$ cat config.mk
export PLATFORM = sky130hd
export DESIGN_NAME = mem_arbiter
export DESIGN_NICKNAME = d
export VERILOG_FILES = /design/src/design/mem_pkg.sv /design/src/design/mem_arbiter.sv
export VERILOG_INCLUDE_DIRS = /design/src /design/src/include
export SDC_FILE = /design/constraint.sdc
export NUM_CORES = 1
export LEC_CHECK = 0
export BUFFER_PORTS_ARGS = -buffer_cell sky130_fd_sc_hd__buf_4
export CAP_MARGIN = 10
export CORE_AREA = 5 5 247 249
export DETAILED_ROUTE_END_ITERATION = 8
export DIE_AREA = 0 0 252 254
export PLACE_DENSITY = 0.37
export SYNTH_ARGS = -nofsm -noshare
export SYNTH_HDL_FRONTEND = slang
export SYNTH_SLANG_ARGS = --single-unit
$ cat constraint.sdc
create_clock -name vclk -period 1.1
set_input_delay 0.22 -clock vclk [all_inputs]
set_output_delay 0.22 -clock vclk [all_outputs]
set_load 0.02 [all_outputs]
$ cat src/include/l1_settings.svh
`ifndef L1_SETTINGS_SVH
`define L1_SETTINGS_SVH

// L1 data cache geometry
`define L1_NUM_WAYS     2
`define L1_NUM_SETS     16
`define L1_LINE_BYTES   16

// Physical address split into tag, set and byte offset
`define PADDR_BITS      16
`define L1_OFFSET_BITS  4
`define L1_SET_BITS     4
`define L1_TAG_BITS     8

// Core-side identifiers
`define ROBID_BITS      5
`define PREG_BITS       6

// MM0 through MM5
`define NUM_MM_STAGES   6

`endif

$ cat src/design/mem_pkg.sv
`include "l1_settings.svh"

package mem_pkg;

    typedef logic [`PADDR_BITS-1:0]             t_paddr;
    typedef logic [`L1_TAG_BITS-1:0]            t_l1_tag;
    typedef logic [`L1_SET_BITS-1:0]            t_l1_set_addr;
    typedef logic [$clog2(`L1_NUM_WAYS)-1:0]    t_l1_way;
    typedef logic [`L1_OFFSET_BITS-1:0]         t_cl_offset;
    typedef logic [`L1_LINE_BYTES*8-1:0]        t_cl;
    typedef logic [31:0]                        t_reg_data;
    typedef logic [`ROBID_BITS-1:0]             t_robid;
    typedef logic [`PREG_BITS-1:0]              t_preg;

    typedef enum logic [1:0] {
        MEM_LOAD  = 2'd0,
        MEM_STORE = 2'd1,
        MEM_FILL  = 2'd2
    } t_mem_op;

    typedef enum logic [1:0] {
        MESI_I = 2'd0,
        MESI_S = 2'd1,
        MESI_E = 2'd2,
        MESI_M = 2'd3
    } t_mesi;

    // Fill fields are only meaningful for MEM_FILL
    typedef struct packed {
        t_mem_op    op;
        t_paddr     addr;
        t_robid     robid;
        t_preg      pdst;
        t_l1_way    fill_way;
        t_mesi      fill_state;
        t_cl        fill_data;
    } t_mempipe_arb;

    typedef struct packed {
        logic complete;
        logic recycle;
    } t_mempipe_action;

    typedef struct packed {
        logic   valid;
        t_robid robid;
    } t_rob_complete_pkt;

    typedef struct packed {
        t_preg      pdst;
        t_reg_data  data;
    } t_prf_wr_pkt;

endpackage

$ cat src/design/mem_arbiter.sv
`timescale 1ns/1ps

module mem_arbiter
    import mem_pkg::*;
(
    input  logic            clk,
    input  logic            rst,

    input  logic            ld_req,
    input  t_mempipe_arb    ld_pkt,
    output logic            ld_gnt,

    input  logic            st_req,
    input  t_mempipe_arb    st_pkt,
    output logic            st_gnt,

    input  logic            fl_req,
    input  t_mempipe_arb    fl_pkt,
    output logic            fl_gnt,

    output logic            valid_mm0,
    output t_mempipe_arb    req_pkt_mm0
);

    // Fixed priority of load over store over fill
    assign ld_gnt = ld_req;
    assign st_gnt = st_req & ~ld_req;
    assign fl_gnt = fl_req & ~ld_req & ~st_req;

    assign valid_mm0 = ld_req | st_req | fl_req;

    always_comb begin
        if (ld_req) begin
            req_pkt_mm0 = ld_pkt;
        end else if (st_req) begin
            req_pkt_mm0 = st_pkt;
        end else begin
            req_pkt_mm0 = fl_pkt;
        end
    end

endmodule

# Word level (Yosys, flattened, before mapping)
# Cells that the tools add are included.
[totals]
word_cells = 9
reg_bits = 0
output_inout_bits = 164
inputBits = 485
[op_classes]
bitwise_logic = 7
mux = 2
[ops]
columns = ["op", "n"]
rows = [
  ["2-to-1 mux 160 bit", 2],
  ["AND 1 bit", 3],
  ["inverter 1 bit", 2],
  ["bitwise OR 1 bit", 2],
]

# Logic depth before layout (Yosys ltp)
[logic_depth]
ltp_word = 3
ltp_mapped = 5
mapped_depth_nobuf = 2

# Worst setup path before layout
# Ideal clock, no wire load.
[synth_timing]
path_kind = "input port to output port"
startpoint = "in ld_req"
endpoint = "out req_pkt_mm0[89] in the netlist's numbering"
required_ns = 0.880
path_slack_ns = -0.336
cell_stages = 4
n_path_buf = 3
arrival_time_ns = 1.216
path_cell_list = "buf_2 > buf_2 > clkbuf_1 > o21ai_0"
[synth_lines]
columns = ["item", "line", "source"]
rows = [
  ["start: declaration", "mem_arbiter.sv:9", "input logic ld_req,"],
  ["end: declaration", "mem_arbiter.sv:22", "output t_mempipe_arb req_pkt_mm0"],
]

==> out/results.tsv <==
metric	value	unit
Yosys warning total	0	
violated checks	negative setup slack	
Synth Area in Simple Gates	18.5	%
fin crit period	1.40	ns
Final HPWL DP	31800	µm
HP Class	input port to primary output	
DR pass1 iterations	4	
CLK BUF	0	
Slew @ Worst Pin	0.263	ns
Critical Path End Type	primary output	
delay-heaviest family, CP	buffers and inverters	
Lkg Pwr	6.01	nW
Worst path slowest cell	clkbuf_16	
P&R area growth vs syn	290	%
core area	58500	µm²
Setup CP Type	input port to primary output	
via/cell ratio	3.44	
via total after detailed routing	6948	
Synth Area in Compound Gates	23.9	%
CP Launch Type	input port	
Site Rows	89	
Hold Fails Final Rpt	0	
Final setup viols	163	
RSZ-0062 raised after global routing	true	
# Max-Cap Violations	0	
vias in the first global route	7588	
post-synthesis xor/xnor area fraction	0	%
post-synthesis mux area share	47.8	%
crit path cell chain	buf_16 -> clkbuf_16 -> buf_12 -> mux2i_4 -> o21ai_2 -> buf_6	
Die Y	254	µm
Syn Area/Cell	6.22	µm²
share of cells above drive strength 1	83.6	%
switch share	44.1	%
Tcrit/Tclk final	127	%
die width	252	µm
Netlist Area Pre-Place	3350	µm²
Peak VDD IR	212	µV
CP bufs+invs	4	
Netlist cell types	11	
Tot GR Track Use	11.0	%
die area	64000	µm²
slowest stage delay, CP	0.18	ns
Worst Path Max Fanout	8	
CP required	0.88	ns
most common cell after layout, fill and taps aside	buf_4	
total congestion overflow	0	
internal power of the cells	3.56	mW
commonest non-fill, non-tap cells in the layout	540 x buf_4, 151 x buf_6, 112 x nand2_1	
initial antenna violation count	10	
Routed Antenna Nets	0	
max-slew violations	0	
Register Area	0	µm²
Max Fclk	714	MHz
Critical Path AT	1.18	ns
Synth Net Count	1023	
post-synthesis instance total	538	
Post-CTS Hold Fix Bufs	0	
initial core utilization	5.73	%
largest net degree at the start of global routing	30	
post-synthesis sequential area ratio	0	%
routability congestion estimate from global placement	0.876	
NetSw	2.81	mW
Design Power	6.37	mW
Pwr Density	487	nW/µm²
average wire per standard cell	19.8	µm
IO buf count	647	
first-pass GRT wire length	52300	µm
seq_cells	0	
fin area	13100	µm²
Final #Nets	1729	
Total Routed Length	39900	µm
Seq pwr share	0	%
final setup margin	-0.301	ns
Max-Slew Margin vs Limit	81.9	%
filler cell count	6424	
Combinational Power Share	100.0	%
largest family of logic cells by synthesized area	multiplexers	
# IOs	649	
Post-Synth Adder-Cell Area	0	%
clock share of power	0	%
Starting DRT DRC Count	215	
outcome	finished with violations	
drc violations	0	
DP Area	10200	µm²
-- per-stage QoR --
stage          utilization (%)  setup slack, ns  cells  hold WS [ns]  setup TNS [ns]
2_1_floorplan                -           -0.180    538         0.553          -13.70
3_3_place_gp              17.4           -0.417   1969         0.740          -48.12
3_5_place_dp              17.4           -0.422   1969         0.743          -49.70
4_1_cts                   20.8           -0.382   2004         0.728          -44.32
5_1_grt                   22.3           -0.341   2016         0.738          -43.98
6_report                  22.3           -0.301   2018         0.727          -36.83
-- routing by layer --
metal	global-route usage, %	share of wire, %	wire, µm
met5	0	0.033	13
met2	20.5	52	20600
met4	2.14	2.4	973
met1	12.7	38	15100
met3	2.75	8.1	3230
-- area by class of cell --
class / count / area [µm²] / share of cell area, %
Antenna cell: 3 / 7.51 / 0.0575
Timing Repair Buffer: 759 / 7240 / 55.4
Multi-Input combinational cell: 483 / 4850 / 37.1
Tap cell: 773 / 967 / 7.40
-- power by group through the flow --
| stage | sequential (mW) | clock [mW] | combinational (mW) |
|---|---|---|---|
| finish | 0 | 0.000000374 | 6.37 |
| global route | 0 | 0.000000123 | 6.73 |
| CTS | 0 | 0 | 5.95 |
| detailed placement | 0 | 0 | 4.88 |
| global placement | 0 | 0 | 4.87 |
| floorplan | 0 | 0 | 2.15 |
-- worst min-delay path, cell delays in order --
cell,delay [ns]
buf_4,0.08
nand2_2,0.04
o21ai_2,0.05
buf_6,0.11
-- cell usage after synthesis (all sizes together) --
| cell | instances | area [µm²] |
|---|---|---|
| buf | 33 | 243 |
| clkbuf | 22 | 82.6 |
| mux2i | 160 | 1600 |
| nand2 | 160 | 601 |
| nor2b | 1 | 6.26 |
| nor3b | 1 | 7.51 |
| o21ai | 160 | 801 |
| or3 | 1 | 6.26 |
-- kinds of logic (layout without fill, tap and decap cells) --
group                  count (synthesis)  count (layout)
AO/OA/AOI/OAI                        160             160
AND/OR/NAND/NOR                      163             163
other                                  0               3
buffers and inverters                 55             759
multiplexers                         160             160
-- worst paths after layout --
kind / startpoint / to / depth (start not counted)
max: st_req / req_pkt_mm0[34] / 6
min: ld_pkt[159] / req_pkt_mm0[159] / 4
-- timing repair --
item / 4_1_cts / 5_1_grt
buffers inserted: 16 / 17
resized for setup: 296 / 195
pin swaps: 39 / 30
gates cloned: 22 / 5
setup endpoints to repair: 164 / 164
No activity file was read; power rests on OpenSTA's default activity.
