`src/include/l1_settings.svh`:
```
`ifndef L1_SETTINGS_SVH
`define L1_SETTINGS_SVH

// L1 data cache geometry
`define L1_NUM_WAYS     2
`define L1_NUM_SETS     16
`define L1_LINE_BYTES   16

// Physical address split into tag, set and byte offset
`define PADDR_BITS      16
`define L1_OFFSET_BITS  4
`define L1_SET_BITS     4
`define L1_TAG_BITS     8

// Core-side identifiers
`define ROBID_BITS      5
`define PREG_BITS       6

// MM0 through MM5
`define NUM_MM_STAGES   6

`endif

```
`src/design/mem_pkg.sv`:
```
`include "l1_settings.svh"

package mem_pkg;

    typedef logic [`PADDR_BITS-1:0]             t_paddr;
    typedef logic [`L1_TAG_BITS-1:0]            t_l1_tag;
    typedef logic [`L1_SET_BITS-1:0]            t_l1_set_addr;
    typedef logic [$clog2(`L1_NUM_WAYS)-1:0]    t_l1_way;
    typedef logic [`L1_OFFSET_BITS-1:0]         t_cl_offset;
    typedef logic [`L1_LINE_BYTES*8-1:0]        t_cl;
    typedef logic [31:0]                        t_reg_data;
    typedef logic [`ROBID_BITS-1:0]             t_robid;
    typedef logic [`PREG_BITS-1:0]              t_preg;

    typedef enum logic [1:0] {
        MEM_LOAD  = 2'd0,
        MEM_STORE = 2'd1,
        MEM_FILL  = 2'd2
    } t_mem_op;

    typedef enum logic [1:0] {
        MESI_I = 2'd0,
        MESI_S = 2'd1,
        MESI_E = 2'd2,
        MESI_M = 2'd3
    } t_mesi;

    // Fill fields are only meaningful for MEM_FILL
    typedef struct packed {
        t_mem_op    op;
        t_paddr     addr;
        t_robid     robid;
        t_preg      pdst;
        t_l1_way    fill_way;
        t_mesi      fill_state;
        t_cl        fill_data;
    } t_mempipe_arb;

    typedef struct packed {
        logic complete;
        logic recycle;
    } t_mempipe_action;

    typedef struct packed {
        logic   valid;
        t_robid robid;
    } t_rob_complete_pkt;

    typedef struct packed {
        t_preg      pdst;
        t_reg_data  data;
    } t_prf_wr_pkt;

endpackage

```
`src/design/l1_tag_array.sv`:
```
`timescale 1ns/1ps
`include "l1_settings.svh"

module l1_tag_array
    import mem_pkg::*;
(
    input  logic            clk,
    input  logic            rst,

    input  logic            rd_en,
    input  logic            wr_en,
    input  t_l1_set_addr    set_addr,
    input  t_l1_way         wr_way,
    input  t_l1_tag         wr_tag,
    input  t_mesi           wr_state,

    output t_l1_tag         tag_rd_ways   [`L1_NUM_WAYS-1:0],
    output t_mesi           state_rd_ways [`L1_NUM_WAYS-1:0]
);

    t_l1_tag    tag_mem   [`L1_NUM_SETS][`L1_NUM_WAYS];
    t_mesi      state_mem [`L1_NUM_SETS][`L1_NUM_WAYS];

    // Fill writes the tag of one way
    always_ff @(posedge clk) begin
        if (wr_en) begin
            tag_mem[set_addr][wr_way] <= wr_tag;
        end
    end

    always_ff @(posedge clk) begin
        if (rst) begin
            for (int s = 0; s < `L1_NUM_SETS; s++) begin
                for (int w = 0; w < `L1_NUM_WAYS; w++) begin
                    state_mem[s][w] <= MESI_I;
                end
            end
        end else if (wr_en) begin
            state_mem[set_addr][wr_way] <= wr_state;
        end
    end

    // Whole set read out with one entry per way
    always_ff @(posedge clk) begin
        if (rd_en) begin
            for (int w = 0; w < `L1_NUM_WAYS; w++) begin
                tag_rd_ways[w]   <= tag_mem[set_addr][w];
                state_rd_ways[w] <= state_mem[set_addr][w];
            end
        end
    end

endmodule

```
`config.mk`:
```
export PLATFORM = sky130hd
export DESIGN_NAME = l1_tag_array
export DESIGN_NICKNAME = d
export VERILOG_FILES = /design/src/design/mem_pkg.sv /design/src/design/l1_tag_array.sv
export VERILOG_INCLUDE_DIRS = /design/src /design/src/include
export SDC_FILE = /design/constraint.sdc
export NUM_CORES = 1
export LEC_CHECK = 0
export ABC_AREA = 1
export BUFFER_PORTS_ARGS = -buffer_cell sky130_fd_sc_hd__buf_2
export CAP_MARGIN = 20
export CORE_ASPECT_RATIO = 1.5
export CORE_MARGIN = 2
export CORE_UTILIZATION = 50
export DETAILED_ROUTE_END_ITERATION = 16
export GPL_TIMING_DRIVEN = 0
export PLACE_DENSITY = 0.63
export RECOVER_POWER = 25
export SETUP_SLACK_MARGIN = 0.2
export SYNTH_ARGS = -nofsm -noshare
export SYNTH_HDL_FRONTEND = slang
export SYNTH_SLANG_ARGS = --single-unit
```
`constraint.sdc`:
```
create_clock -name clk -period 2.3 [get_ports clk]
set_input_delay 0.23 -clock clk [delete_from_list [all_inputs] [get_ports clk]]
set_output_delay 0.23 -clock clk [all_outputs]
set_load 0.01 [all_outputs]
```
Word-level counts from Yosys, hierarchy flattened:

Memory sizes are Yosys's and may differ from the RTL's. A register that Yosys moved wholly into a read port is not among the register bits.
Cells that the tools add are included.

* order comparisons: 2
* reductions and logical operators: 2
* bitwise operators: 1
* muxes and demuxes: 13

Operator list (number)
* $mux 16: 1
* $mux 4: 4
* $demux 8 s1: 1
* $mux 8: 1
* $mux 1: 4
* $reduce_or 4->1: 1
* $demux 2 s1: 1
* $ge 2x2->1 const B: 1
* $lt 2x1->1 const B: 1
* $mux 2: 1
* $not 1->2: 1
* $logic_and 1x1->1: 1

* word-level logic and storage cells: 20
* flip-flop bits (word level): 0
* memories: 2
* memory bits (writable): 320

Memory list
* tag_mem: depth 16, bits a word 16, read ports 1, clocked after Yosys merged registers in 1, write ports 1, line l1_tag_array.sv:21 `` t_l1_tag tag_mem [`L1_NUM_SETS][`L1_NUM_WAYS]; ``
* state_mem: depth 16, bits a word 4, read ports 1, clocked after Yosys merged registers in 1, write ports 16, line l1_tag_array.sv:22 `` t_mesi state_mem [`L1_NUM_SETS][`L1_NUM_WAYS]; ``

Depth between registers and ports, before layout:

* word-level depth: 8
* mapped depth: 12
* depth with buffers taken out: 9

Worst setup path after synthesis:

No wires, ideal clock.

* path type: input to register
* start point: input port set_addr[0]
* end point: memory tag_mem[9][0] (netlist bit) (enable)
* buffers on the path: 3
* required time: 1.930 ns
* setup time: 0.370 ns
* arrival: 1.367 ns
* setup slack: 0.563 ns
* stages: 9
* cells stage by stage: buf_4 inv_4 buf_6 buf_6 nor2_4 inv_2 nor2_2 inv_1 nor2_1

RTL lines
* start: declaration: line l1_tag_array.sv:12 `input t_l1_set_addr set_addr,`
* end: declaration: line l1_tag_array.sv:21

Straight into the memory's write port.

Worst setup path in the final report:

* start point: input port set_addr[1]
* end point: memory tag_mem[15][5] (netlist bit) (enable)

Straight into the memory's write port.

==> key figures <==
Run status
  – Run status: finished, violations left
  – Violated checks: capacitance limit, slew limit

Global route
  – Busiest metal layer after global routing: met2
  – First-pass GRT wire length: 57800 um
  – Met3 Resource Use GR: 3.16%
  – Leftover overflow at the end of global routing: 0
  – Number of antenna violations at the first check in global routing: 0
  – Met1 layer usage reported by global route: 30.1%
  – GR Util met2: 45.8%
  – Via count of the first global-routing pass: 10000
  – Overall fraction of global-route tracks in use: 25.4%
  – Pin count of the biggest net entering global routing: 33

Run
  – MaxCap Viol Count: 7

Placed design
  – Number of buffer cells added on primary ports: 37
  – Pre-CTS setup slack: -0.252 ns
  – DPL Wire Length: 26100 um
  – Routability Congestion: 0.960

Clock network
  – Post-cts repair resize count: 0
  – TritonCTS clock tree: built
  – Cell chosen for the clock root: clkbuf_16
  – Clock latency on the worst-skew pair: 0.52 ns
  – Sink count of the clock tree: 340
  – Hold_buf cts: 0
  – Max Root-Sink Buffers: 3
  – Worst-path clk slew: 0.06 ns
  – CTS HTree Levels: 2
  – Total CTS buffers: 34
  – Post-CTS repair timing setup buffer count: 0

Floorplanning
  – Height of the die: 215 um
  – DIE AREA: 0.0310 mm^2
  – Width of the die: 145 um
  – I/O pins: 39
  – Area of the placeable core: 0.0293 mm^2
  – Starting Density: 50.6%
  – Row cnt: 77

Synth
  – Ys async rst share: 0%
  – Total standard cell area after synthesis: 0.0148 mm^2
  – Synth warnings: 0
  – Netlist cell types: 18
  – Syn Area/Cell: 9.68 um^2
  – Synthesized instance count: 1530
  – Most frequently used cell type in the post-synthesis netlist: nand2_1
  – Part of the Yosys area used for sequential elements: 68.9%
  – Most used flip-flop cell after synthesis: edfxtp_1
  – Top cell type's share of synthesized area: 68.9%
  – Area contributors post-synth: edfxtp_1 (69%), nand2_1 (23%), nor2_1 (2.7%)
  – Count of flip-flops with a built-in enable after synthesis: 340
  – Number of synthesized register bits: 340
  – Most used standard cells in the synthesized netlist: nand2_1 (926), edfxtp_1 (340), nor2_1 (108), inv_1 (64), clkbuf_1 (30)
  – Synthesized net count: 1549
  – Most area-hungry cell type in the Yosys netlist: edfxtp_1

Hold path
  – Launch point of the worst hold path: wr_state[1]
  – Class of the most critical hold timing path: input pin to flip-flop
  – Cell depth of the worst min-delay path: 3
  – Hold Path Sink: state_mem[1][1]

Power
  – Combinational power share: 7.2%
  – Max VDD drop: 0.633 mV
  – Power density cells: 803 mW/mm^2
  – Cell internal pwr: 0.0102 W
  – Share of power burned in the clock network: 39.9%
  – Switching power: 0.00304 W
  – Leakage power total: 7.03 nW
  – Sequential power share: 52.9%
  – Net switching share of the total power: 22.9%

Detailed routing
  – Wire length reported by the detailed router: 38100 um
  – 1st-pass router iterations: 5
  – DRC violation count after routing: 0
  – Via Count: 10100
  – First DRT Iteration DRCs: 788
  – Post-detailed-route via-to-cell ratio: 5.02
  – Antenna violation net count after detailed routing: 0
  – Wirelength per Cell: 18.9 um

Finish
  – Fraction of layout cells with a size suffix above 1: 7.94%
  – Antenna cell count: 0
  – Number of fill cells: 2618
  – Layout-stage area growth over the synthesis result: 11.6%
  – Number of nets in the layout: 1622

STA
  – Pins over their slew limit: 230
  – Count of endpoints failing hold in the final timing report: 0
  – Normalized max-slew margin: -25.2%
  – Unrepaired setup endpoints after global routing: no
  – Worst path setup slack after routing: 0.333 ns
  – Tmin final: 1.97 ns
  – Setup violations, final: 0
  – Worst-margin pin slew: 1.88 ns
  – Smallest hold slack: 0.0756 ns
  – Max Clock Skew: 0.00986 ns
  – Share of the clock period used by the worst path: 85.5%
  – Highest Clock Rate: 508 MHz

Critical path
  – Length in cells of the worst reg-to-reg path: 8
  – WP data required: 2.44 ns
  – Class of the most critical setup path: input pin to flip-flop
  – Launch instance of the worst register-to-register path: tag_mem[13][3]
  – Register-to-register path setup slack: 0.96 ns
  – Worst-path cell with the longest stage delay: nor2_1
  – Arr. time, crit path: 2.11 ns
  – Critical Path Fanout Max: 10
  – Cell family contributing the most delay on the critical path: simple AND/OR/NAND/NOR gates
  – Kind of end point of the critical path: flip-flop
  – Bufs and invs on worst path: 3
  – Critical path startpoint category: input pin
  – Critical path cell sequence: buf_2 > buf_2 > nand2_1 > nor2_1 > inv_1 > nor2_1
  – Endpoint of the lowest-slack register-to-register path: tag_rd_ways[11]
  – Biggest cell delay along the critical path: 0.58 ns
cell usage in the layout (no fill, tap or decap), types with 2 or more instances in the layout:
cell / synthesis / layout
nand2_1: 926 / 926
edfxtp_1: 340 / 340
nor2_1: 108 / 107
inv_1: 64 / 64
buf_2: 26 / 55
clkbuf_1: 30 / 43
clkbuf_16: 0 / 35
buf_4: 9 / 9
nor2_2: 7 / 8
clkinv_2: 0 / 8
clkinv_1: 2 / 7
buf_1: 5 / 5
o21ai_0: 3 / 3
buf_6: 3 / 3
inv_2: 2 / 2
bufinv_16: 0 / 2
layer usage:
metal | vias to the layer above | wire length [um]
met4 | 0 | 1810
met3 | 99 | 1860
met1 | 4720 | 14400
met2 | 327 | 20000
li1 | 4991 | -
met5 | - | 0
tightest hold or removal path, stage by stage:
cell and delay (ns):
buf_2 0.08, inv_1 0.07, nor2_1 0.10
state kept, by name, summed over array words and instances (netlist names):
name	cells
state_rd_ways	4
tag_rd_ways	16
state_mem	64
tag_mem	256
worst max-delay path by stage:
stage                 from               to  slack (ns)  cells after the start
4_1_cts        set_addr[1]  tag_mem[15][15]        0.29                      6
2_1_floorplan  set_addr[0]    tag_mem[9][0]        0.56                      9
3_3_place_gp   set_addr[0]  tag_mem[15][14]       -0.21                      7
3_5_place_dp   set_addr[1]  tag_mem[15][13]       -0.25                      6
5_1_grt        set_addr[0]  tag_mem[13][15]        0.26                      9
6_report       set_addr[1]   tag_mem[15][5]        0.33                      6
power groups by stage:
stage | sequential [W] | clock, W | combinational (W)
floorplan | 0.00715 | 0 | 0.000534
global placement | 0.00714 | 0 | 0.000939
detailed placement | 0.00715 | 0 | 0.000953
CTS | 0.00702 | 0.00535 | 0.000958
global route | 0.00703 | 0.00556 | 0.00106
finish | 0.00702 | 0.00529 | 0.000953
through the flow:
stage / total power [W] / utilization, % / setup TNS, ns / std cells / instance area (um^2)
floorplan: 0.00769 / - / 0 / 1530 / 14800
global placement: 0.00808 / 52.9 / -7.55 / 1962 / 15500
detailed placement: 0.00810 / 52.9 / -10.85 / 1962 / 15500
CTS: 0.0133 / 56.4 / 0 / 2020 / 16500
global route: 0.0137 / 56.4 / 0 / 2020 / 16500
finish: 0.0133 / 56.4 / 0 / 2020 / 16500
cell families after synthesis:
family          share of synthesized area (%)
compound gates                          0.101
buf+inv                                  4.22
simple gates                             26.7
flops                                    68.9
cell type report:
class / count / area, um^2 / share of cell area [%]
buffer: 73 / 363 / 2.20
clock buffer: 40 / 895 / 5.42
clock inverter: 18 / 144 / 0.871
inverter: 69 / 262 / 1.58
multi-input combinational: 1048 / 3980 / 24.1
sequential: 340 / 10200 / 61.8
tap: 395 / 494 / 2.99
timing repair buffer: 37 / 175 / 1.06
(Power assumes the default switching activity.)
