**src/include/l1_settings.svh**
```systemverilog
`ifndef L1_SETTINGS_SVH
`define L1_SETTINGS_SVH

// L1 data cache geometry
`define L1_NUM_WAYS     2
`define L1_NUM_SETS     16
`define L1_LINE_BYTES   16

// Physical address split into tag, set and byte offset
`define PADDR_BITS      16
`define L1_OFFSET_BITS  4
`define L1_SET_BITS     4
`define L1_TAG_BITS     8

// Core-side identifiers
`define ROBID_BITS      5
`define PREG_BITS       6

// MM0 through MM5
`define NUM_MM_STAGES   6

`endif

```
**src/design/mem_pkg.sv**
```systemverilog
`include "l1_settings.svh"

package mem_pkg;

    typedef logic [`PADDR_BITS-1:0]             t_paddr;
    typedef logic [`L1_TAG_BITS-1:0]            t_l1_tag;
    typedef logic [`L1_SET_BITS-1:0]            t_l1_set_addr;
    typedef logic [$clog2(`L1_NUM_WAYS)-1:0]    t_l1_way;
    typedef logic [`L1_OFFSET_BITS-1:0]         t_cl_offset;
    typedef logic [`L1_LINE_BYTES*8-1:0]        t_cl;
    typedef logic [31:0]                        t_reg_data;
    typedef logic [`ROBID_BITS-1:0]             t_robid;
    typedef logic [`PREG_BITS-1:0]              t_preg;

    typedef enum logic [1:0] {
        MEM_LOAD  = 2'd0,
        MEM_STORE = 2'd1,
        MEM_FILL  = 2'd2
    } t_mem_op;

    typedef enum logic [1:0] {
        MESI_I = 2'd0,
        MESI_S = 2'd1,
        MESI_E = 2'd2,
        MESI_M = 2'd3
    } t_mesi;

    // Fill fields are only meaningful for MEM_FILL
    typedef struct packed {
        t_mem_op    op;
        t_paddr     addr;
        t_robid     robid;
        t_preg      pdst;
        t_l1_way    fill_way;
        t_mesi      fill_state;
        t_cl        fill_data;
    } t_mempipe_arb;

    typedef struct packed {
        logic complete;
        logic recycle;
    } t_mempipe_action;

    typedef struct packed {
        logic   valid;
        t_robid robid;
    } t_rob_complete_pkt;

    typedef struct packed {
        t_preg      pdst;
        t_reg_data  data;
    } t_prf_wr_pkt;

endpackage

```
**src/design/mempipe.sv**
```systemverilog
`timescale 1ns/1ps
`include "l1_settings.svh"

module mempipe
    import mem_pkg::*;
(
    input  logic                clk,
    input  logic                rst,

    input  logic                valid_mm0,
    input  t_mempipe_arb        req_pkt_mm0,

    output t_l1_set_addr        set_addr_mm1,
    output logic                tag_rd_en_mm1,
    output logic                tag_wr_en_mm1,
    output t_l1_way             tag_wr_way_mm1,
    output t_l1_tag             tag_wr_tag_mm1,
    output t_mesi               state_wr_mm1,
    output t_cl                 data_wr_mm1,

    input  t_l1_tag             tag_rd_ways_mm2   [`L1_NUM_WAYS-1:0],
    input  t_mesi               state_rd_ways_mm2 [`L1_NUM_WAYS-1:0],
    input  t_cl                 data_rd_ways_mm2  [`L1_NUM_WAYS-1:0],

    output logic                valid_mm5,
    output t_mempipe_action     action_mm5,
    output t_rob_complete_pkt   complete_mm5,
    output logic                iprf_wr_en_mm5,
    output t_prf_wr_pkt         iprf_wr_pkt_mm5
);

    // Stage registers where index n holds the MMn copy
    logic                       valid_mmx   [1:`NUM_MM_STAGES-1];
    t_mempipe_arb               req_pkt_mmx [1:`NUM_MM_STAGES-1];

    logic [`L1_NUM_WAYS-1:0]    hit_vec_mm2;
    logic [`L1_NUM_WAYS-1:0]    hit_vec_mm3;
    t_cl                        data_set_mm3 [`L1_NUM_WAYS-1:0];
    t_cl                        line_mm3;
    t_cl                        line_mm4;
    logic                       hit_mm4;
    t_reg_data                  rot_mm4;
    t_reg_data                  rot_mm5;
    logic                       hit_mm5;
    t_l1_tag                    tag_mm2;
    logic                       is_ld_mm2;
    logic                       is_st_mm2;
    logic                       is_ld_mm5;
    logic                       is_st_mm5;
    logic                       is_fl_mm5;

    always_ff @(posedge clk) begin
        if (rst) begin
            for (int s = 1; s < `NUM_MM_STAGES; s++) begin
                valid_mmx[s] <= 1'b0;
            end
        end else begin
            valid_mmx[1] <= valid_mm0;
            for (int s = 2; s < `NUM_MM_STAGES; s++) begin
                valid_mmx[s] <= valid_mmx[s-1];
            end
        end
    end

    always_ff @(posedge clk) begin
        req_pkt_mmx[1] <= req_pkt_mm0;
        for (int s = 2; s < `NUM_MM_STAGES; s++) begin
            req_pkt_mmx[s] <= req_pkt_mmx[s-1];
        end
    end

    // MM1 array access where fills write and loads and stores read
    assign set_addr_mm1   = req_pkt_mmx[1].addr[`L1_OFFSET_BITS +: `L1_SET_BITS];
    assign tag_rd_en_mm1  = valid_mmx[1] & (req_pkt_mmx[1].op inside {MEM_LOAD, MEM_STORE});
    assign tag_wr_en_mm1  = valid_mmx[1] & (req_pkt_mmx[1].op == MEM_FILL);
    assign tag_wr_way_mm1 = req_pkt_mmx[1].fill_way;
    assign tag_wr_tag_mm1 = req_pkt_mmx[1].addr[`PADDR_BITS-1 -: `L1_TAG_BITS];
    assign state_wr_mm1   = req_pkt_mmx[1].fill_state;
    assign data_wr_mm1    = req_pkt_mmx[1].fill_data;

    // MM2 hit detection per way
    assign tag_mm2   = req_pkt_mmx[2].addr[`PADDR_BITS-1 -: `L1_TAG_BITS];
    assign is_ld_mm2 = req_pkt_mmx[2].op == MEM_LOAD;
    assign is_st_mm2 = req_pkt_mmx[2].op == MEM_STORE;

    for (genvar w = 0; w < `L1_NUM_WAYS; w++) begin : g_hit
        // Stores need ownership while loads accept any valid copy
        assign hit_vec_mm2[w] = valid_mmx[2]
            & (tag_rd_ways_mm2[w] == tag_mm2)
            & ((is_ld_mm2 & (state_rd_ways_mm2[w] inside {MESI_S, MESI_E, MESI_M}))
             | (is_st_mm2 & (state_rd_ways_mm2[w] inside {MESI_E, MESI_M})));
    end

    always_ff @(posedge clk) begin
        hit_vec_mm3  <= hit_vec_mm2;
        data_set_mm3 <= data_rd_ways_mm2;
    end

    // MM3 AND-OR way select over a one-hot or zero hit vector
    always_comb begin
        line_mm3 = '0;
        for (int w = 0; w < `L1_NUM_WAYS; w++) begin
            line_mm3 = line_mm3 | (data_set_mm3[w] & {$bits(t_cl){hit_vec_mm3[w]}});
        end
    end

    always_ff @(posedge clk) begin
        line_mm4 <= line_mm3;
        hit_mm4  <= |hit_vec_mm3;
    end

    // MM4 byte rotate with the offset wrapping within the line
    always_comb begin
        t_cl_offset o;
        o = req_pkt_mmx[4].addr[`L1_OFFSET_BITS-1:0];
        for (int b = 0; b < 4; b++) begin
            rot_mm4[8*b +: 8] = line_mm4[8*o +: 8];
            o = o + 1'b1;
        end
    end

    always_ff @(posedge clk) begin
        rot_mm5 <= rot_mm4;
        hit_mm5 <= hit_mm4;
    end

    // MM5 result
    assign is_ld_mm5 = req_pkt_mmx[5].op == MEM_LOAD;
    assign is_st_mm5 = req_pkt_mmx[5].op == MEM_STORE;
    assign is_fl_mm5 = req_pkt_mmx[5].op == MEM_FILL;

    assign valid_mm5 = valid_mmx[5];

    always_comb begin
        action_mm5.complete = valid_mmx[5] & (((is_ld_mm5 | is_st_mm5) & hit_mm5) | is_fl_mm5);
        action_mm5.recycle  = valid_mmx[5] & (is_ld_mm5 | is_st_mm5) & ~hit_mm5;

        complete_mm5.valid  = valid_mmx[5] & (is_ld_mm5 | is_st_mm5) & hit_mm5;
        complete_mm5.robid  = req_pkt_mmx[5].robid;

        iprf_wr_en_mm5       = valid_mmx[5] & is_ld_mm5 & hit_mm5;
        iprf_wr_pkt_mm5.pdst = req_pkt_mmx[5].pdst;
        iprf_wr_pkt_mm5.data = rot_mm5;
    end

endmodule

```
**config.mk**
```make
export PLATFORM = sky130hd
export DESIGN_NAME = mempipe
export DESIGN_NICKNAME = d
export VERILOG_FILES = /design/src/design/mem_pkg.sv /design/src/design/mempipe.sv
export VERILOG_INCLUDE_DIRS = /design/src /design/src/include
export SDC_FILE = /design/constraint.sdc
export NUM_CORES = 1
export LEC_CHECK = 0
export BUFFER_PORTS_ARGS = -buffer_cell sky130_fd_sc_hd__buf_2
export CAP_MARGIN = 20
export CELL_PAD_IN_SITES_DETAIL_PLACEMENT = 1
export CELL_PAD_IN_SITES_GLOBAL_PLACEMENT = 2
export CORE_MARGIN = 4
export CORE_UTILIZATION = 33
export CTS_BUF_LIST = sky130_fd_sc_hd__clkbuf_16
export DETAILED_ROUTE_END_ITERATION = 12
export PLACE_DENSITY = 0.89
export SLEW_MARGIN = 40
export SYNTH_ARGS = -nofsm -noshare
export SYNTH_HDL_FRONTEND = slang
export SYNTH_SLANG_ARGS = --single-unit
export TNS_END_PERCENT = 100
```
**constraint.sdc**
```tcl
create_clock -name clk -period 3.6 [get_ports clk]
set_clock_uncertainty 0.2 [all_clocks]
set_input_delay 0.54 -clock clk [delete_from_list [all_inputs] [get_ports clk]]
set_output_delay 0.54 -clock clk [all_outputs]
set_load 0.05 [all_outputs]
```
== Word-level counts from Yosys, hierarchy flattened ==
Memories as Yosys holds them, arrays and structs flattened.
Cells that the tools add are included.
Operators by class
  bitwise logic cells: 30
  equal/unequal tests: 13
  div/mod/pow operators: 0
  reductions and logical operators: 9
  multiply operators: 0
  magnitude comparators: 0
  shift-type cells: 4
  $add $sub $neg: 3
  mux-type cells: 8
Operators with widths (count)
  variable part select 128 x 8 -> 8 bit: 4
  AND 128 bit: 2
  bitwise OR 128 bit: 1
  AND 1 bit: 17
  == test 8 bit: 2
  adder 4 x 1 -> 4 bit (second input constant): 3
  == test 2 bit (second input constant): 6
  == test 2 x 1 -> 1 bit (second input constant): 5
  bitwise OR 1 bit: 9
  two-way mux 1 bit: 8
  zero test 2 bit: 3
  nonzero test 2 bit: 3
  nonzero test 3 bit: 2
  OR reduction 2 bit: 1
  inverter 1 bit: 1
Word-level totals
  input port bits: 439
  RAM bits: 805
  memories kept: 2
  ROM bits: 0
  register bits after elaboration: 420
  output and inout bits: 193
  logic and storage cells: 76
  latch bits: 0
Memories
  req_pkt_mmx: depth 5, bits a word 160, rd ports 5, clocked after Yosys merged registers in 0, write ports 5, line mempipe.sv:34  | t_mempipe_arb req_pkt_mmx [1:`NUM_MM_STAGES-1];
  valid_mmx: depth 5, bits a word 1, rd ports 5, clocked after Yosys merged registers in 0, write ports 5, line mempipe.sv:33  | logic valid_mmx [1:`NUM_MM_STAGES-1];

== Depth between registers and ports, before layout ==
  word-level depth: 5
  depth in mapped cells: 12
  gate-level depth less buffers: 8

== Worst setup path after synthesis ==
OpenSTA, ideal clock, no wires.
  path type: reg-to-reg
  from: register, netlist name req_pkt_mmx[0][782]
  to: register rot_mm5[24]
  clock period less this slack: 3.321 ns
  cell stages (with the launch flop): 13
  setup slack: 0.279 ns
  library setup time: 0.138 ns
  data required time: 3.262 ns
  data arrival time: 2.983 ns
  cells stage by stage: dfxtp_1 > buf_2 > inv_1 > buf_1 > ha_1 > buf_2 > nor2_1 > a21boi_2 > xnor2_4 > xnor2_2 > buf_4 > mux2i_1 > o221ai_1
RTL lines
  end signal, assigned: line mempipe.sv:123  | rot_mm5 <= rot_mm4;
  end, declared: line mempipe.sv:43  | t_reg_data rot_mm5;

==> flow_summary_export.csv <==
group,metric,value,unit
outcome,outcome,"complete, no violations",
yosys,synth-adder-area-share,0.001891,
sta,fin_ws,0.6278,ns
routing,firstDrtPassIters,5,
sta,fmax,336.4,MHz
pwr,combPwrFrac,0.104,
sta,slew_viol_final,0,
setup_path,path_delay_family,"simple AND/OR/NAND/NOR gates",
pwr,p_sw,4.441,mW
setup_path,worstRegToRegCells,7,
min_path,min_delay_path_depth,4,
yosys,ys_warn_count,0,
yosys,synthFlopType,"dfxtp_1",
yosys,synth_enable_flop_cells,0,
setup_path,worstSetupEndpointType,"flip-flop",
final_layout,fin_cells,3171,
setup_path,r2r_setup_slack,0.63,ns
sta,rsz0062_at_grt,"false",
floorplan,design.die.area,0.06415,mm2
setup_path,crit_buf_inv,2,
setup_path,cp-start-kind,"flip-flop",
place,place_ws,0.5067,ns
yosys,ys_seq_area_frac,0.6625,
floorplan,rows,89,
final_layout,syn_to_final_growth,47.51,%
yosys,synth-compound-area-share,0.07834,
yosys,synth-async-reset-ratio,0,
routing,ant_nets,0,
cts,cts_setup_buffers,0,
cts,h-tree-depth,3,
final_layout,final_cell_mix,"653 x dfxtp_1, 631 x buf_2, 419 x dlygate4sd3_1",
yosys,ys_seq_elements,657,
min_path,hp-start,"tag_rd_ways_mm2[13]",
sta,slew_headroom,0.4603,
pwr,ir_drop,0.0003765,V
setup_path,slowest_delay,0.72,ns
final_layout,fin_nets,2761,
floorplan,pin_count,632,
final_layout,final_common_cell,"dfxtp_1",
cts,cts.root.buffer_cell,"clkbuf_16",
global_route,grt_overflow,0,
routing,viasPerCell,4.863,
yosys,synth_area_per_cell,14.14,um2
global_route,grtUsageTotal,0.2709,
pwr,p_clk_frac,0.431,
cts,cts_max_path_buffers,3,
yosys,synth_top_family_by_area,"multiplexers",
yosys,syn_nets,1846,
global_route,grt_pass1_wl,125300,um
cts,clk_latency,0.62,ns
yosys,synth-xor-area-share,0.01279,
run,maxCapViolations,0,
sta,tns,0,ns
pwr,power.internal,12.27,mW
cts,cts_tree,"done",
yosys,yosysUniqueCellTypes,37,
routing,drtIter0Drc,1056,
setup_path,worstReg2RegStart,"req_pkt_mmx[0][782]$_DFF_P_",
min_path,worstHoldEndpoint,"hit_vec_mm3[1]$_DFF_P_",
setup_path,cp_max_fo,108,
min_path,hold_path.class,"input pin to flip-flop",
cts,cts_sinks,657,
floorplan,core-area,0.05924,mm2
cts,clk_pin_slew_worst_paths,0.07,ns
routing,route.vias.total,15420,
routing,wl,89420,um
place,placedCellCount,2601,
floorplan,die_w,253.3,um
global_route,grt_pass1_vias,17860,
setup_path,rr_endpoint,"rot_mm5[10]$_DFF_P_",
pwr,pwr-share-seq,0.465,
pwr,p_sw_frac,0.2658,
cts,numCtsBuffers,69,
setup_path,crit_slowest_cell,"nor2b_1",
final_layout,layout-drive-gt1-share,0.3629,
routing,drc,0,
place,place.gp.congestion,0.9276,
final_layout,fillers,6152,
yosys,yosys.area_share.simple,0.03479,
yosys,syn_inst,1404,
cts,ctsResizeCount,0,
setup_path,crit_type,"flip-flop to flip-flop",
setup_path,worstPathRequired,3.89,ns
global_route,grt_max_degree,109,
sta,setup_viol,0,
routing,wl_per_cell,28.20,um
global_route,antenna_found_initial,27,
place,dp_hpwl,55460,um
sta,period_share,0.8256,
yosys,syn_area,0.01985,mm2
floorplan,die_h,253.3,um
floorplan,floorplan.initialDensity,0.3351,
sta,min_period,2.972,ns
setup_path,worstPathCellList,"inv_1 -> ha_4 -> buf_12 -> nor2b_1 -> a32oi_1 -> nand4_1 -> o21ai_0",
pwr,power_density,570.5,mW/mm2
place,port_buffers,631,
sta,worst_pin_slew,0.8066,ns
sta,finalHoldViolCount,0,
yosys,synth_mux_area_frac,0.1363,
setup_path,critPathArrivalTime,3.26,ns
cts,ctsHoldBuffers,419,
pwr,cellLeakagePower,12.79,nW
worst reg2reg max path: cells and delay by family (launching register included):
family                   cells  cell delay, ns
AO/OA/AOI/OAI                2            0.36
adder cells (fa/ha/maj)      1            0.30
buffers and inverters        2            0.61
flip-flops                   1            0.46
AND/OR/NAND/NOR              2            0.91
stage by stage:
step	utilization	cell area (um2)	hold WS, ns	power (mW)
finish	0.4943	29280	0.07358	16.71
global route	0.4941	29270	0.04345	17.23
CTS	0.4930	29200	0.004732	16.57
detailed placement	0.3840	22750	0.1135	9.168
global placement	0.3837	22730	0.1099	9.133
floorplan	-	19850	0.1096	8.754
state kept, by name, summed over array words and instances (netlist names):
name and flops:
data_set_mm3 256, req_pkt_mmx 232, line_mm4 128, rot_mm5 32, valid_mmx 5, hit_vec_mm3 2
hit_mm4 1, hit_mm5 1
cell usage after synthesis, types with 2 or more instances:
library cell / number / area, um2
xnor2_1: 15 / 131.4
buf_4: 155 / 1164
o221ai_1: 8 / 70.07
a32oi_1: 8 / 70.07
o211ai_1: 2 / 15.01
o2111ai_1: 2 / 17.52
buf_2: 10 / 50.05
a211oi_1: 16 / 120.1
mux4_2: 88 / 1982
mux2_2: 2 / 22.52
ha_1: 3 / 37.54
nand3_1: 31 / 155.2
nor2b_1: 26 / 162.7
buf_1: 15 / 56.30
nand4_1: 10 / 62.56
mux2i_1: 70 / 700.7
dfxtp_1: 657 / 13150
and3b_1: 2 / 17.52
nor2_1: 2 / 7.510
nand2_1: 63 / 236.5
xnor2_2: 2 / 32.53
clkbuf_1: 48 / 180.2
nor4_1: 2 / 12.51
a22o_1: 128 / 1121
o21ai_0: 8 / 40.04
a21oi_1: 16 / 80.08
xor2_1: 4 / 35.03
inv_1: 2 / 7.510
kinds of logic after synthesis:
family	after synthesis
multiplexers	160
XOR/XNOR	23
AO/OA/AOI/OAI	190
buffers and inverters	230
adder cells (fa/ha/maj)	3
AND/OR/NAND/NOR	141
flip-flops	657
worst max-delay path by stage:
stage / start / to / cells past startpoint
6_report: req_pkt_mmx[0][782]$_DFF_P_ / rot_mm5[10]$_DFF_P_ / 7
5_1_grt: req_pkt_mmx[0][782]$_DFF_P_ / rot_mm5[10]$_DFF_P_ / 7
4_1_cts: req_pkt_mmx[0][782]$_DFF_P_ / rot_mm5[27]$_DFF_P_ / 9
3_5_place_dp: req_pkt_mmx[0][782]$_DFF_P_ / rot_mm5[27]$_DFF_P_ / 9
3_3_place_gp: req_pkt_mmx[0][782]$_DFF_P_ / rot_mm5[29]$_DFF_P_ / 9
2_1_floorplan: req_pkt_mmx[0][782]$_DFF_P_ / rot_mm5[24]$_DFF_P_ / 12
layer usage:
metal / GRT usage / up-vias / routed length, um
met5: 0 / - / 13
met4: 0.1428 / 2 / 5243
met3: 0.06368 / 260 / 5487
met2: 0.5063 / 782 / 47590
met1: 0.2807 / 7686 / 31090
li1: - / 6692 / -
layout make-up:
cell class                 count  area [um2]  share of cell area
sequential                   657       13170              0.4496
tap                          773       967.2             0.03303
antenna                       23       57.56            0.001965
inverter                       2       7.507           0.0002564
multi-input combinational    517        5273              0.1800
clock inverter                58       533.0             0.01820
clock buffer                  69        1727             0.05896
timing repair buffer        1072        7555              0.2580
power groups by stage:
stage	Combinational, mW	Sequential (mW)	Clock, mW
2_1_floorplan	0.805	7.95	0
3_3_place_gp	1.25	7.88	0
3_5_place_dp	1.28	7.89	0
4_1_cts	1.66	7.74	7.17
5_1_grt	1.80	7.79	7.64
6_report	1.73	7.77	7.21
Note: power is estimated with default switching activity, not from simulation.
